File: src/logic/des_pkg.sv
package des_pkg;

	// ----------------------------------------
	// Widths and data types
	// ----------------------------------------
	localparam int block_w = 64;
	localparam int key_w   = 64;
	localparam int round_w = 4;

	typedef logic [block_w-1:0] block_t;
	typedef logic [key_w-1:0]   key_t;
	typedef logic [round_w-1:0] round_t;

	// Sequencer states, one word per pass through load_addr..next_word
	typedef enum logic [2:0] {
		idle,
		load_addr,
		load_data,
		run_rounds,
		save_word,
		next_word,
		finish
	} seq_state_t;

	// ----------------------------------------
	// S-boxes
	// ----------------------------------------
	// Each entry holds one box, row 0 column 0 in the top nibble
	localparam logic [255:0] sbox_table [8] = '{
		256'hE4D12FB83A6C5907_0F74E2D1A6CB9538_41E8D62BFC973A50_FC8249175B3EA06D,
		256'hF18E6B34972DC05A_3D47F28EC01A69B5_0E7BA4D158C6932F_D8A13F42B67C05E9,
		256'hA09E63F51DC7B428_D70934A6285ECBF1_D6498F30B12C5AE7_1AD069874FE3B52C,
		256'h7DE3069A1285BC4F_D8B56F03472C1AE9_A690CB7DF13E5284_3F06A1D8945BC72E,
		256'h2C417AB6853FD0E9_EB2C47D150FA3986_421BAD78F9C5630E_B8C71E2D6F09A453,
		256'hC1AF92680D34E75B_AF427C9561DE0B38_9EF528C3704A1DB6_432C95FABE17608D,
		256'h4B2EF08D3C975A61_D0B7491AE35C2F86_14BDC37EAF680592_6BD814A7950FE23C,
		256'hD2846FB1A93E50C7_1FD8A374C56B0E92_7B419CE206ADF358_21E74A8DFC90356B
	};

	// Outer bits pick the row, inner four bits pick the column
	function automatic logic [3:0] sbox_lookup(
		input logic [2:0] box,
		input logic [5:0] six
	);
		logic [5:0]   idx;
		logic [255:0] box_bits;
		idx      = {six[5], six[0], six[4:1]};
		box_bits = sbox_table[box];
		return box_bits[255 - 4 * idx -: 4];
	endfunction

	// ----------------------------------------
	// Address helper
	// ----------------------------------------
	// Next RAM address, back to zero after the last word
	function automatic int unsigned wrap_next(
		input int unsigned addr,
		input int unsigned depth
	);
		return (addr + 1 == depth) ? 0 : addr + 1;
	endfunction

endpackage

File: src/logic/des_cipher.sv
`timescale 1ns/10ps

module des_cipher (
	input  logic            dcm_clk,
	input  des_pkg::round_t round_sel,
	input  logic            decrypt,
	input  des_pkg::key_t   key,
	input  des_pkg::block_t data_in,
	output des_pkg::block_t data_out
);

	// ----------------------------------------
	// Permutation tables
	// ----------------------------------------
	// Standard DES numbering, bit 1 is the MSB of each vector
	localparam int ip_tab [64] = '{
		58, 50, 42, 34, 26, 18, 10, 2,
		60, 52, 44, 36, 28, 20, 12, 4,
		62, 54, 46, 38, 30, 22, 14, 6,
		64, 56, 48, 40, 32, 24, 16, 8,
		57, 49, 41, 33, 25, 17, 9, 1,
		59, 51, 43, 35, 27, 19, 11, 3,
		61, 53, 45, 37, 29, 21, 13, 5,
		63, 55, 47, 39, 31, 23, 15, 7
	};
	localparam int fp_tab [64] = '{
		40, 8, 48, 16, 56, 24, 64, 32,
		39, 7, 47, 15, 55, 23, 63, 31,
		38, 6, 46, 14, 54, 22, 62, 30,
		37, 5, 45, 13, 53, 21, 61, 29,
		36, 4, 44, 12, 52, 20, 60, 28,
		35, 3, 43, 11, 51, 19, 59, 27,
		34, 2, 42, 10, 50, 18, 58, 26,
		33, 1, 41, 9, 49, 17, 57, 25
	};
	localparam int e_tab [48] = '{
		32, 1, 2, 3, 4, 5, 4, 5, 6, 7, 8, 9,
		8, 9, 10, 11, 12, 13, 12, 13, 14, 15, 16, 17,
		16, 17, 18, 19, 20, 21, 20, 21, 22, 23, 24, 25,
		24, 25, 26, 27, 28, 29, 28, 29, 30, 31, 32, 1
	};
	localparam int p_tab [32] = '{
		16, 7, 20, 21, 29, 12, 28, 17,
		1, 15, 23, 26, 5, 18, 31, 10,
		2, 8, 24, 14, 32, 27, 3, 9,
		19, 13, 30, 6, 22, 11, 4, 25
	};
	// PC-1 never selects bits 8, 16 .. 64, which drops the key parity
	localparam int pc1_tab [56] = '{
		57, 49, 41, 33, 25, 17, 9, 1, 58, 50, 42, 34, 26, 18,
		10, 2, 59, 51, 43, 35, 27, 19, 11, 3, 60, 52, 44, 36,
		63, 55, 47, 39, 31, 23, 15, 7, 62, 54, 46, 38, 30, 22,
		14, 6, 61, 53, 45, 37, 29, 21, 13, 5, 28, 20, 12, 4
	};
	localparam int pc2_tab [48] = '{
		14, 17, 11, 24, 1, 5, 3, 28, 15, 6, 21, 10,
		23, 19, 12, 4, 26, 8, 16, 7, 27, 20, 13, 2,
		41, 52, 31, 37, 47, 55, 30, 40, 51, 45, 33, 48,
		44, 49, 39, 56, 34, 53, 46, 42, 50, 36, 29, 32
	};
	// Total left rotation of C and D after rounds 1 to 16
	localparam int shift_tot [16] = '{1, 2, 4, 6, 8, 10, 12, 14, 15, 17, 19, 21, 23, 25, 27, 28};

	logic [31:0]     l_reg;
	logic [31:0]     r_reg;
	logic            rounds_on;
	des_pkg::block_t ip_out;
	logic [31:0]     l_cur;
	logic [31:0]     r_cur;
	logic [55:0]     cd_perm;
	logic [4:0]      rot_n;
	logic [55:0]     cd_rot;
	logic [47:0]     subkey;
	logic [47:0]     e_out;
	logic [47:0]     s_in;
	logic [31:0]     s_out;
	logic [31:0]     f_out;
	des_pkg::block_t pre_out;

	function automatic logic [27:0] rot28(input logic [27:0] half, input logic [4:0] n);
		logic [55:0] twice;
		twice = {half, half} << n;
		return twice[55:28];
	endfunction

	// ----------------------------------------
	// Key schedule
	// ----------------------------------------
	// Subkey straight from the round number, decrypt walks the schedule backwards
	always_comb begin
		for (int i = 0; i < 56; i++) begin
			cd_perm[55 - i] = key[64 - pc1_tab[i]];
		end
		rot_n = decrypt ? 5'(shift_tot[15 - round_sel]) : 5'(shift_tot[round_sel]);
		cd_rot = {rot28(cd_perm[55:28], rot_n), rot28(cd_perm[27:0], rot_n)};
		for (int i = 0; i < 48; i++) begin
			subkey[47 - i] = cd_rot[56 - pc2_tab[i]];
		end
	end

	// ----------------------------------------
	// Round function
	// ----------------------------------------
	always_comb begin
		for (int i = 0; i < 64; i++) begin
			ip_out[63 - i] = data_in[64 - ip_tab[i]];
		end
		// Round 0 starts from the new block
		l_cur = (round_sel == '0) ? ip_out[63:32] : l_reg;
		r_cur = (round_sel == '0) ? ip_out[31:0] : r_reg;
		for (int i = 0; i < 48; i++) begin
			e_out[47 - i] = r_cur[32 - e_tab[i]];
		end
		s_in = e_out ^ subkey;
		for (int b = 0; b < 8; b++) begin
			s_out[31 - 4 * b -: 4] = des_pkg::sbox_lookup(3'(b), s_in[47 - 6 * b -: 6]);
		end
		for (int i = 0; i < 32; i++) begin
			f_out[31 - i] = s_out[32 - p_tab[i]];
		end
	end

	// Registers stop after round 15 and hold the result until the next round 0
	always_ff @(posedge dcm_clk) begin
		if (round_sel == '0 || rounds_on) begin
			l_reg     <= r_cur;
			r_reg     <= l_cur ^ f_out;
			rounds_on <= (round_sel != 4'd15);
		end
	end

	// Final permutation of the swapped halves
	assign pre_out = {r_reg, l_reg};

	always_comb begin
		for (int i = 0; i < 64; i++) begin
			data_out[63 - i] = pre_out[64 - fp_tab[i]];
		end
	end

endmodule

File: config.mk
export PLATFORM = sky130hd
export DESIGN_NAME = des_cipher
export DESIGN_NICKNAME = d
export VERILOG_FILES = /design/src/logic/des_pkg.sv /design/src/logic/des_cipher.sv
export SDC_FILE = /design/constraint.sdc
export NUM_CORES = 1
export LEC_CHECK = 0
export BUFFER_PORTS_ARGS = -buffer_cell sky130_fd_sc_hd__buf_4
export CAP_MARGIN = 20
export CORE_ASPECT_RATIO = 1.1
export CORE_MARGIN = 2
export CORE_UTILIZATION = 50
export CTS_CLUSTER_DIAMETER = 120
export DETAILED_ROUTE_END_ITERATION = 6
export GPL_ROUTABILITY_DRIVEN = 0
export HOLD_SLACK_MARGIN = 0.03
export PLACE_DENSITY = 0.72
export SLEW_MARGIN = 20
export SYNTH_ARGS = -nofsm -noshare
export SYNTH_HDL_FRONTEND = slang
export SYNTH_SLANG_ARGS = --single-unit
File: constraint.sdc
create_clock -name dcm_clk -period 6.5 [get_ports dcm_clk]
set_clock_uncertainty 0.15 [all_clocks]
set_input_delay 0.975 -clock dcm_clk [delete_from_list [all_inputs] [get_ports dcm_clk]]
set_output_delay 0.975 -clock dcm_clk [all_outputs]
set_load 0.01 [all_outputs]
==> results of run 1 <==
## where the power goes
group          switching (W)  internal [W]  total (W)
clock               0.000201      0.000373   0.000574
sequential          0.000123      0.000846   0.000969
combinational        0.00413       0.00285    0.00699
## cell families after synthesis
kind of cell | count (synthesis)
xor gates and xnor gates | 68
AOI/OAI and AO/OA | 498
muxes | 202
adders and majority gates | 52
DFF | 65
buffers and inverters | 189
and+or+nand+nor | 445
## stage by stage
step	total power (W)	util, %	hold slack [ns]
after floorplan	0.00582	-	0.501
after global placement	0.00761	58.7	0.378
after detailed placement	0.00779	58.7	0.381
after CTS	0.00838	60.1	0.396
after global routing	0.00918	60.1	0.414
final	0.00853	60.1	0.397
## how the worst max path moves through the flow
| stage | from | endpoint | cells after the start |
|---|---|---|---|
| after floorplan | round_sel[0] | r_reg[12]$_DFFE_PP_ | 21 |
| after global placement | round_sel[0] | r_reg[6]$_DFFE_PP_ | 21 |
| after detailed placement | round_sel[0] | r_reg[6]$_DFFE_PP_ | 21 |
| after CTS | round_sel[0] | r_reg[6]$_DFFE_PP_ | 21 |
| after global routing | round_sel[0] | r_reg[30]$_DFFE_PP_ | 23 |
| final | round_sel[0] | r_reg[6]$_DFFE_PP_ | 21 |
## placed cells by master (no fill, tap or decap), types with 20 or more instances in the layout
cell	instances
sky130_fd_sc_hd__a21oi_1	65
sky130_fd_sc_hd__buf_4	269
sky130_fd_sc_hd__mux4_2	51
sky130_fd_sc_hd__nor2_1	72
sky130_fd_sc_hd__o211ai_1	41
sky130_fd_sc_hd__xnor2_1	47
sky130_fd_sc_hd__a21o_1	20
sky130_fd_sc_hd__and3_1	22
sky130_fd_sc_hd__nand3_1	37
sky130_fd_sc_hd__nand4_1	38
sky130_fd_sc_hd__nand2_1	98
sky130_fd_sc_hd__inv_1	60
sky130_fd_sc_hd__mux2_2	20
sky130_fd_sc_hd__mux2i_1	122
sky130_fd_sc_hd__o21ai_0	46
sky130_fd_sc_hd__ha_1	52
sky130_fd_sc_hd__a22oi_1	53
sky130_fd_sc_hd__nor3_1	56
sky130_fd_sc_hd__edfxtp_1	65
sky130_fd_sc_hd__a211oi_1	56
## layout make-up
| type | instances | area, um2 |
|---|---|---|
| well taps | 346 | 433 |
| flip-flops and latches | 65 | 1950 |
| clock buffers | 10 | 229 |
| clock inverters | 6 | 106 |
| repair buffers | 272 | 2080 |
| inverters | 67 | 251 |
| fillers | 2262 | 10100 |
| multi-input cells | 1265 | 10200 |
## routing by layer
metal	global-route usage [%]	up-vias	wire, um
li1	-	6425	-
met1	45.1	6552	18300
met2	45.2	850	18600
met3	6.22	112	4710
met4	11.9	0	1750
met5	0	-	0
==> results.md, run 1 <==
- Status: finished clean
- Starting Density: 51.0%
- Least-Margin Pin Slew: 0.965 ns
- Number of clock sinks: 65
- Count of TritonRoute iterations in the first routing pass: 6
- Synth Register Bits: 65
- Post-route fraction of the period consumed by the critical path: 93.4%
- Post_cts resized: 0
- Biggest area contributors in the synthesized netlist: sky130_fd_sc_hd__edfxtp_1 (15%), sky130_fd_sc_hd__mux2i_1 (9.4%), sky130_fd_sc_hd__mux4_2 (8.9%)
- Worst Setup End Kind: flip-flop
- Maximum capacitance violations: 0
- HPWL reported at the end of detailed placement: 33,700 um
- Core Footprint: 0.0254 mm2
- Maximum operating frequency: 0.165 GHz
- Die W: 158 um
- Number of design rule violations left after detail routing: 0
- Share of flip-flops with an asynchronous set or reset: 0%
- Setup slack on the worst flop-to-flop path: 2.81 ns
- Worst hold start: rounds_on$_DFFE_PP_
- Most used DFF post-synth: sky130_fd_sc_hd__edfxtp_1
- Number of buffers inserted by post-CTS setup repair: 0
- Post-Synthesis Net Count: 1,705
- Maximum vdd drop: 0.000261 V
- Setup CP Type: in2reg
- Die area: 0.0273 mm2
- Final hold violation count: 0
- Worst Reg2Reg Path Length in Cells: 10
- Non-filler instance count after layout: 2,031
- Cell taking the most area after synthesis: sky130_fd_sc_hd__edfxtp_1
- Main combinational cell family by area after synthesis: compound AO/OA/AOI/OAI gates
- CP arrival: 6.01 ns
- Total cell area at the placement stage: 0.0149 mm2
- Crit-path cells: buf_4, inv_1, ha_1, nor3b_1, a31oi_4, nand2_4, buf_4, mux4_2, a22oi_1, a21oi_1, o21a_1, nor2_1, ha_1, a2111oi_0, a221o_1, nor2_1, o32a_1, a31oi_1, o32ai_1, buf_4, xnor2_1
- Total overflow reported by the global router: 0
- CTS tree: yes
- Unrepaired setup endpoints after global routing: false
- Family with the most delay on the worst path: compound AO/OA/AOI/OAI gates
- Post-placement cell count: 2,015
- Global-route wire length before repair: 68,000 um
- Initial antenna violation count: 0
- CTS clock-pin slew for the worst setup and hold paths: 0.06 ns
- PD cells: 558 mW/mm2
- Startpoint of the worst register-to-register path: r_reg[0]$_DFFE_PP_
- Post-layout worst setup margin: 0.428 ns
- Compound-Gate Fraction of Synth Area: 28.6%
- P_leak: 5.90 nW
- Area growth, synth to finish: 17.7%
- Number of enable-type register cells in the synthesized netlist: 65
- Number of cells on the worst hold path: 1
- Sequential-to-total area share from yosys stat: 15.0%
- Net count reported at finish: 1,866
- Setup violators final: 0
- Final setup TNS: 0 ns
- List of most frequent post-synthesis cells: sky130_fd_sc_hd__mux2i_1 (122), sky130_fd_sc_hd__nand2_1 (98), sky130_fd_sc_hd__nor2_1 (73)
- Critical path buffers and inverters: 4
- Initial DRC Count: 2,068
- GRT Resource Usage Total: 31.0%
- Mux cell area share after synthesis: 21.7%
- Clock latency of the later-clocked register in the worst-skew pair: 0.35 ns
- H-tree depth reported by CTS: 3
- IO buf count: 189
- DRT Wirelength: 43,400 um
- Category of the worst setup path launch point: input port
- Routed via count: 13.9k
- Via density per instance: 6.86
- Total clock buffers created by CTS: 9
- Post-Synthesis Cells: 1,519
- CP most frequent cell: sky130_fd_sc_hd__buf_4
- I/O pin count: 198
- Distinct cells, synth: 100
- Critical-path maximum fanout: 12
- Area share of the largest cell type after synthesis: 15.0%
- Number of warnings reported in the yosys synthesis log: 0
- Largest incremental delay on the critical path: 0.60 ns
- DP Worst Slack: 0.176 ns
- Combined area of all synthesized cells: 0.0130 mm2
- Final routed wire length divided by cell count: 21.4 um
- Remaining number of nets flagged by the antenna check after routing: 0
- Min-Delay Path Class: reg2reg
- CP max stage cell: sky130_fd_sc_hd__mux4_2
- End point of the worst hold path: rounds_on$_DFFE_PP_
- Die H: 173 um
- Worst slew margin: 35.6%
- Final Cell Area: 0.0153 mm2
- R2R Path End: r_reg[27]$_DFFE_PP_
- Final critical-path required period: 6.07 ns
- Number of hold-repair buffers added at the cts stage: 0
- Clk Tree Root Cell: sky130_fd_sc_hd__clkbuf_16
- Simple-gate portion of the synthesized area: 18.4%
- Max Buffers Root-to-Sink: 2
- Vias in the first global route: 12.4k
- Data required time of the worst path: 6.44 ns
- Count leader, synth: sky130_fd_sc_hd__mux2i_1
- Mean Syn Cell Area: 8.54 um2
- Number of antenna cells inserted: 0
- Layout cells sized above 1: 24.3%
- Xor-xnor portion of the synthesized cell area: 4.65%
- Max Transition Viols Final: 0
- Row count: 61
- Pin count of the biggest net entering global routing: 65
- Area share of fa/ha/maj cells after synthesis: 5.02%
No activity file was read; power rests on OpenSTA's default activity.
==> inputs of run 2 (changes only) <==
- RECOVER_POWER: not set -> 100
==> run 2 against run 1 <==
  * Combinational power down 3.9%
  * Critical path type unchanged
  * Critical endpoint unchanged
  * Global-route usage unchanged
  * Largest power group unchanged
  * The flow now finishes with violations (max-capacitance violations, max-slew violations)
  * Die area unchanged
==> results.md, run 2 (synthesis results as in run 1) <==
- Die H: 173 um
- Setup CP Type: in2reg
- Crit-path cells: buf_4, inv_1, ha_1, nor3b_1, a31oi_4, nand2_4, buf_4, mux4_2, a22oi_1, a21oi_1, o21a_1, nor2_1, ha_1, nor3_1, a221o_1, nor2_1, o211ai_1, and2_1, o32ai_1, clkbuf_1, xnor2_1
- CTS tree: yes
- GRT Resource Usage Total: 31.0%
- CTS clock-pin slew for the worst setup and hold paths: 0.06 ns
- Global-route wire length before repair: 68,000 um
- Commonest non-fill, non-tap cell in the layout: sky130_fd_sc_hd__buf_4
- Maximum vdd drop: 0.000254 V
- CP arrival: 6.02 ns
- IO buf count: 189
- HPWL reported at the end of detailed placement: 33,700 um
- CP max stage cell: sky130_fd_sc_hd__mux4_2
- Number of antenna cells inserted: 0
- Vias in the first global route: 12.4k
- Initial DRC Count: 2,005
- Number of clock sinks: 65
- Post_cts resized: 0
- I/O pin count: 198
- Die area: 0.0273 mm2
- Number of buffers inserted by post-CTS setup repair: 0
- Most frequent cells in the layout: sky130_fd_sc_hd__buf_4 (193), sky130_fd_sc_hd__mux2i_1 (122), sky130_fd_sc_hd__nand2_1 (98)
- Final critical-path required period: 6.08 ns
- Setup crit start: round_sel[0]
- Total clock buffers created by CTS: 9
- Starting Density: 51.0%
- Unrepaired setup endpoints after global routing: false
- Setup violators final: 0
- H-tree depth reported by CTS: 3
- Post-route fraction of the period consumed by the critical path: 93.5%
- Count of TritonRoute iterations in the first routing pass: 6
- Total overflow reported by the global router: 0
- Startpoint of the worst register-to-register path: r_reg[0]$_DFFE_PP_
- Row count: 61
- Max Transition Viols Final: 65
- Worst Setup End Kind: flip-flop
- DRT Wirelength: 43,300 um
- Min-Delay Path Class: reg2reg
- Layout cells sized above 1: 19.2%
- Maximum capacitance violations: 1
- Area growth, synth to finish: 15.2%
- Area of all sequential standard cells: 0.00195 mm2
- Pin count of the biggest net entering global routing: 65
- Final hold violation count: 0
- Failing checks: max-capacitance violations, max-slew violations
- Final setup TNS: 0 ns
- Initial antenna violation count: 0
- Family with the most delay on the worst path: compound AO/OA/AOI/OAI gates
- Clk Tree Root Cell: sky130_fd_sc_hd__clkbuf_16
- Worst slew margin: -145%
- Net count reported at finish: 1,866
- Core Footprint: 0.0254 mm2
- P_leak: 5.62 nW
- Maximum operating frequency: 0.164 GHz
- Routed via count: 14.0k
- Area used by multi-input combinational logic: 0.0102 mm2
- Number of hold-repair buffers added at the cts stage: 0
- Status: finished, violations left
- Share of the core filled with cells in the final layout: 58.8%
- Die W: 158 um
- PD cells: 552 mW/mm2
- Worst hold start: rounds_on$_DFFE_PP_
- Clock latency of the later-clocked register in the worst-skew pair: 0.35 ns
- Post-placement cell count: 2,015
- Category of the worst setup path launch point: input port
- Via density per instance: 6.87
- Remaining number of nets flagged by the antenna check after routing: 0
- Final routed wire length divided by cell count: 21.3 um
- Post-layout power: 0.00825 W
- Number of design rule violations left after detail routing: 0
- Data required time of the worst path: 6.44 ns
- Critical-path maximum fanout: 12
- Least-Margin Pin Slew: 3.67 ns
- Largest incremental delay on the critical path: 0.61 ns
- Number of fill cells: 2,344
- Critical path buffers and inverters: 4
- Max Buffers Root-to-Sink: 2
- Non-filler instance count after layout: 2,031
-- run 2: final timing paths --
path	endpoint	slack (ns)	cells past startpoint
setup / recovery	r_reg[6]$_DFFE_PP_	0.42	21
hold / removal	rounds_on$_DFFE_PP_	0.39	1
setup reg to reg	r_reg[27]$_DFFE_PP_	2.56	10
hold reg to reg	rounds_on$_DFFE_PP_	0.39	1
-- run 2: final cells by class --
type	instances	area share [%]
Multi-Input combinational cell	1265	68.1
Sequential cell	65	13.1
Timing Repair Buffer	272	12.0
Tap cell	346	2.90
Inverter	67	1.68
Clock buffer	10	1.53
Clock inverter	6	0.711
-- run 2: through the flow --
| step | hold WS (ns) | cell area (um2) | setup WS [ns] |
|---|---|---|---|
| 2_1_floorplan | 0.501 | 13000 | 0.582 |
| 3_3_place_gp | 0.378 | 14900 | 0.286 |
| 3_5_place_dp | 0.381 | 14900 | 0.176 |
| 4_1_cts | 0.396 | 15300 | 0.528 |
| 5_1_grt | 0.411 | 14900 | 0.0685 |
| 6_report | 0.394 | 14900 | 0.420 |
-- run 2: metal layers --
layer | GRT usage, % | part of all wire (%) | vias up
met3 | 6.22 | 11 | 119
li1 | - | - | 6425
met4 | 11.9 | 4.1 | 0
met2 | 45.2 | 43 | 874
met5 | 0 | 0 | -
met1 | 45.1 | 42 | 6540
-- run 2: power by group --
group | leakage [nW] | total [W] | switching (W) | internal, W
clock network | 0.162 | 0.000570 | 0.000197 | 0.000373
logic | 4.78 | 0.00672 | 0.00411 | 0.00261
registers | 0.680 | 0.000964 | 0.000118 | 0.000846
total | 5.62 | 0.00825 | 0.00442 | 0.00383
==> inputs of run 3 (changes only) <==
- CORE_UTILIZATION: 50 -> 35
- PLACE_DENSITY: 0.72 -> not set
==> run 3 against run 2 <==
  * The flow still finishes with violations (max-capacitance violations, max-slew violations)
  * Largest cell class unchanged
  * Setup slack worse by 0.050 ns
  * Sequential cell count stayed put
  * Largest power group unchanged
  * Clock power is 11% lower
  * Via count is 0.43% lower
  * First-iteration DRC count is 14% lower
  * Die area is 42% higher
==> results.md, run 3 (synthesis results as in run 1) <==
- GRT Resource Usage Total: 22.8%
- Setup slack on the worst flop-to-flop path: 2.49 ns
- Maximum capacitance violations: 1
- Max Buffers Root-to-Sink: 2
- Setup violators final: 0
- Count of TritonRoute iterations in the first routing pass: 6
- Area growth, synth to finish: 16.9%
- Worst Setup End Kind: flip-flop
- Die H: 206 um
- Net count reported at finish: 1,872
- Number of fill cells: 3,779
- Setup CP Type: in2reg
- Die W: 188 um
- Switching share of power: 53.8%
- Routed via count: 13.9k
- Final critical-path required period: 6.13 ns
- Min-Delay Path Class: reg2reg
- DRT Wirelength: 45,300 um
- Worst Reg2Reg Path Length in Cells: 9
- PD cells: 544 mW/mm2
- P_leak: 5.63 nW
- Number of design rule violations left after detail routing: 0
- Post-route fraction of the period consumed by the critical path: 94.3%
- Data required time of the worst path: 6.46 ns
- Critical-path maximum fanout: 11
- Remaining number of nets flagged by the antenna check after routing: 0
- Category of the worst setup path launch point: input port
- Int Power: 0.00381 W
- Worst hold start: l_reg[24]$_DFFE_PP_
- Core Footprint: 0.0364 mm2
- Global-route wire length before repair: 70,200 um
- Post_cts resized: 0
- Pin count of the biggest net entering global routing: 66
- Vias in the first global route: 12.5k
- Post-layout power: 0.00825 W
- Failing checks: max-capacitance violations, max-slew violations
- Number of cells on the worst hold path: 2
- Share of total power in the clock network: 6.1%
- End point of the worst hold path: r_reg[24]$_DFFE_PP_
- Max Transition Viols Final: 66
- Final routed wire length divided by cell count: 20.8 um
- Commonest non-fill, non-tap cell in the layout: sky130_fd_sc_hd__buf_4
- Least-Margin Pin Slew: 3.00 ns
- Starting Density: 35.7%
- Via density per instance: 6.38
- Clk Tree Root Cell: sky130_fd_sc_hd__clkbuf_16
- Total overflow reported by the global router: 0
- HPWL reported at the end of detailed placement: 35,500 um
- R2R Path End: r_reg[27]$_DFFE_PP_
- Initial antenna violation count: 0
- Number of antenna cells inserted: 0
- Maximum vdd drop: 0.000228 V
- Maximum operating frequency: 0.163 GHz
- Clock latency of the later-clocked register in the worst-skew pair: 0.37 ns
- Final hold violation count: 0
- Die area: 0.0386 mm2
- Row count: 73
- Startpoint of the worst register-to-register path: r_reg[0]$_DFFE_PP_
- Sequential power share: 11.6%
- Number of clock sinks: 65
- Share of power burned in combinational logic: 82.3%
- Status: finished, violations left
- H-tree depth reported by CTS: 3
- Worst slew margin: -99.9%
- Total clock buffers created by CTS: 9
- Area used by multi-input combinational logic: 0.0102 mm2
- Initial DRC Count: 1,731
- Final setup TNS: 0 ns
- CTS clock-pin slew for the worst setup and hold paths: 0.06 ns
- Unrepaired setup endpoints after global routing: false
- CTS tree: yes
- Number of hold-repair buffers added at the cts stage: 0
- I/O pin count: 198
- Most frequent cells in the layout: sky130_fd_sc_hd__buf_4 (194), sky130_fd_sc_hd__mux2i_1 (122), sky130_fd_sc_hd__nand2_1 (98)
- CP arrival: 6.09 ns
- Number of buffers inserted by post-CTS setup repair: 0
- Layout cells sized above 1: 19.9%
- IO buf count: 189
- Area of all sequential standard cells: 0.00195 mm2
- Net Switching: 0.00443 W
==> run 3: changes by cell type in the layout (fill, tap and decap cells not counted), sizes merged <==
cell,delta
bufinv,-2
clkbuf,+1
buf,+4
clkinvlp,+2
clkinv,+1
==> run 3: power by group through the flow <==
stage	logic (W)	registers, W	clock network, W
after floorplan	0.00477	0.00105	0
after global placement	0.00676	0.000965	0
after detailed placement	0.00688	0.000967	0
after CTS	0.00690	0.000963	0.000519
after global routing	0.00740	0.000986	0.000538
final	0.00678	0.000956	0.000505
==> run 3: worst max-delay path by stage <==
| stage | cells after the start | from | to |
|---|---|---|---|
| 6_report | 16 | round_sel[0] | r_reg[27]$_DFFE_PP_ |
| 3_5_place_dp | 20 | round_sel[0] | r_reg[6]$_DFFE_PP_ |
| 4_1_cts | 20 | round_sel[0] | r_reg[6]$_DFFE_PP_ |
| 2_1_floorplan | 21 | round_sel[0] | r_reg[12]$_DFFE_PP_ |
| 3_3_place_gp | 18 | round_sel[0] | r_reg[3]$_DFFE_PP_ |
| 5_1_grt | 17 | round_sel[0] | r_reg[19]$_DFFE_PP_ |
==> run 3: area by class of cell <==
| class | instances | share of cell area, % |
|---|---|---|
| Tap cell | 487 | 4.02 |
| Inverter | 67 | 1.66 |
| Timing Repair Buffer | 278 | 12.3 |
| Clock buffer | 9 | 1.48 |
| Multi-Input combinational cell | 1265 | 67.2 |
| Sequential cell | 65 | 12.9 |
| Clock inverter | 7 | 0.470 |
==> run 3: layer usage <==
metal  global-route usage (%)  vias to the layer above  share of wire [%]
met1                     33.0                     6585                 45
li1                         -                     6438                  -
met2                     33.4                      781                 42
met3                     3.63                       94                9.1
met5                        0                        -                  0
met4                     9.96                        0                4.2
==> run 3: critical path, cell delays in order <==
cell and delay (ns):
sky130_fd_sc_hd__buf_4 0.15, sky130_fd_sc_hd__ha_1 0.24, sky130_fd_sc_hd__nand2b_2 0.23, sky130_fd_sc_hd__a211o_1 0.46
sky130_fd_sc_hd__nand2_4 0.17, sky130_fd_sc_hd__buf_4 0.18, sky130_fd_sc_hd__mux4_1 0.70, sky130_fd_sc_hd__o22ai_1 0.39
sky130_fd_sc_hd__nor4_1 0.11, sky130_fd_sc_hd__a2111oi_2 0.78, sky130_fd_sc_hd__buf_4 0.30, sky130_fd_sc_hd__ha_1 0.35
sky130_fd_sc_hd__a2111oi_0 0.47, sky130_fd_sc_hd__a211oi_1 0.12, sky130_fd_sc_hd__nor3_1 0.33, sky130_fd_sc_hd__xnor2_1 0.11
==> run 3: metrics by stage <==
| step | instance area [um2] | setup slack [ns] | hold WS (ns) | std cells | util [%] |
|---|---|---|---|---|---|
| 4_1_cts | 15500 | 0.584 | 0.519 | 2178 | 42.6 |
| 3_5_place_dp | 15200 | 0.193 | 0.502 | 2162 | 41.8 |
| 6_report | 15200 | 0.370 | 0.508 | 2178 | 41.7 |
| 2_1_floorplan | 13000 | 0.582 | 0.501 | 1519 | - |
| 5_1_grt | 15200 | 0.0891 | 0.527 | 2178 | 41.7 |
| 3_3_place_gp | 15200 | 0.211 | 0.484 | 2162 | 41.8 |
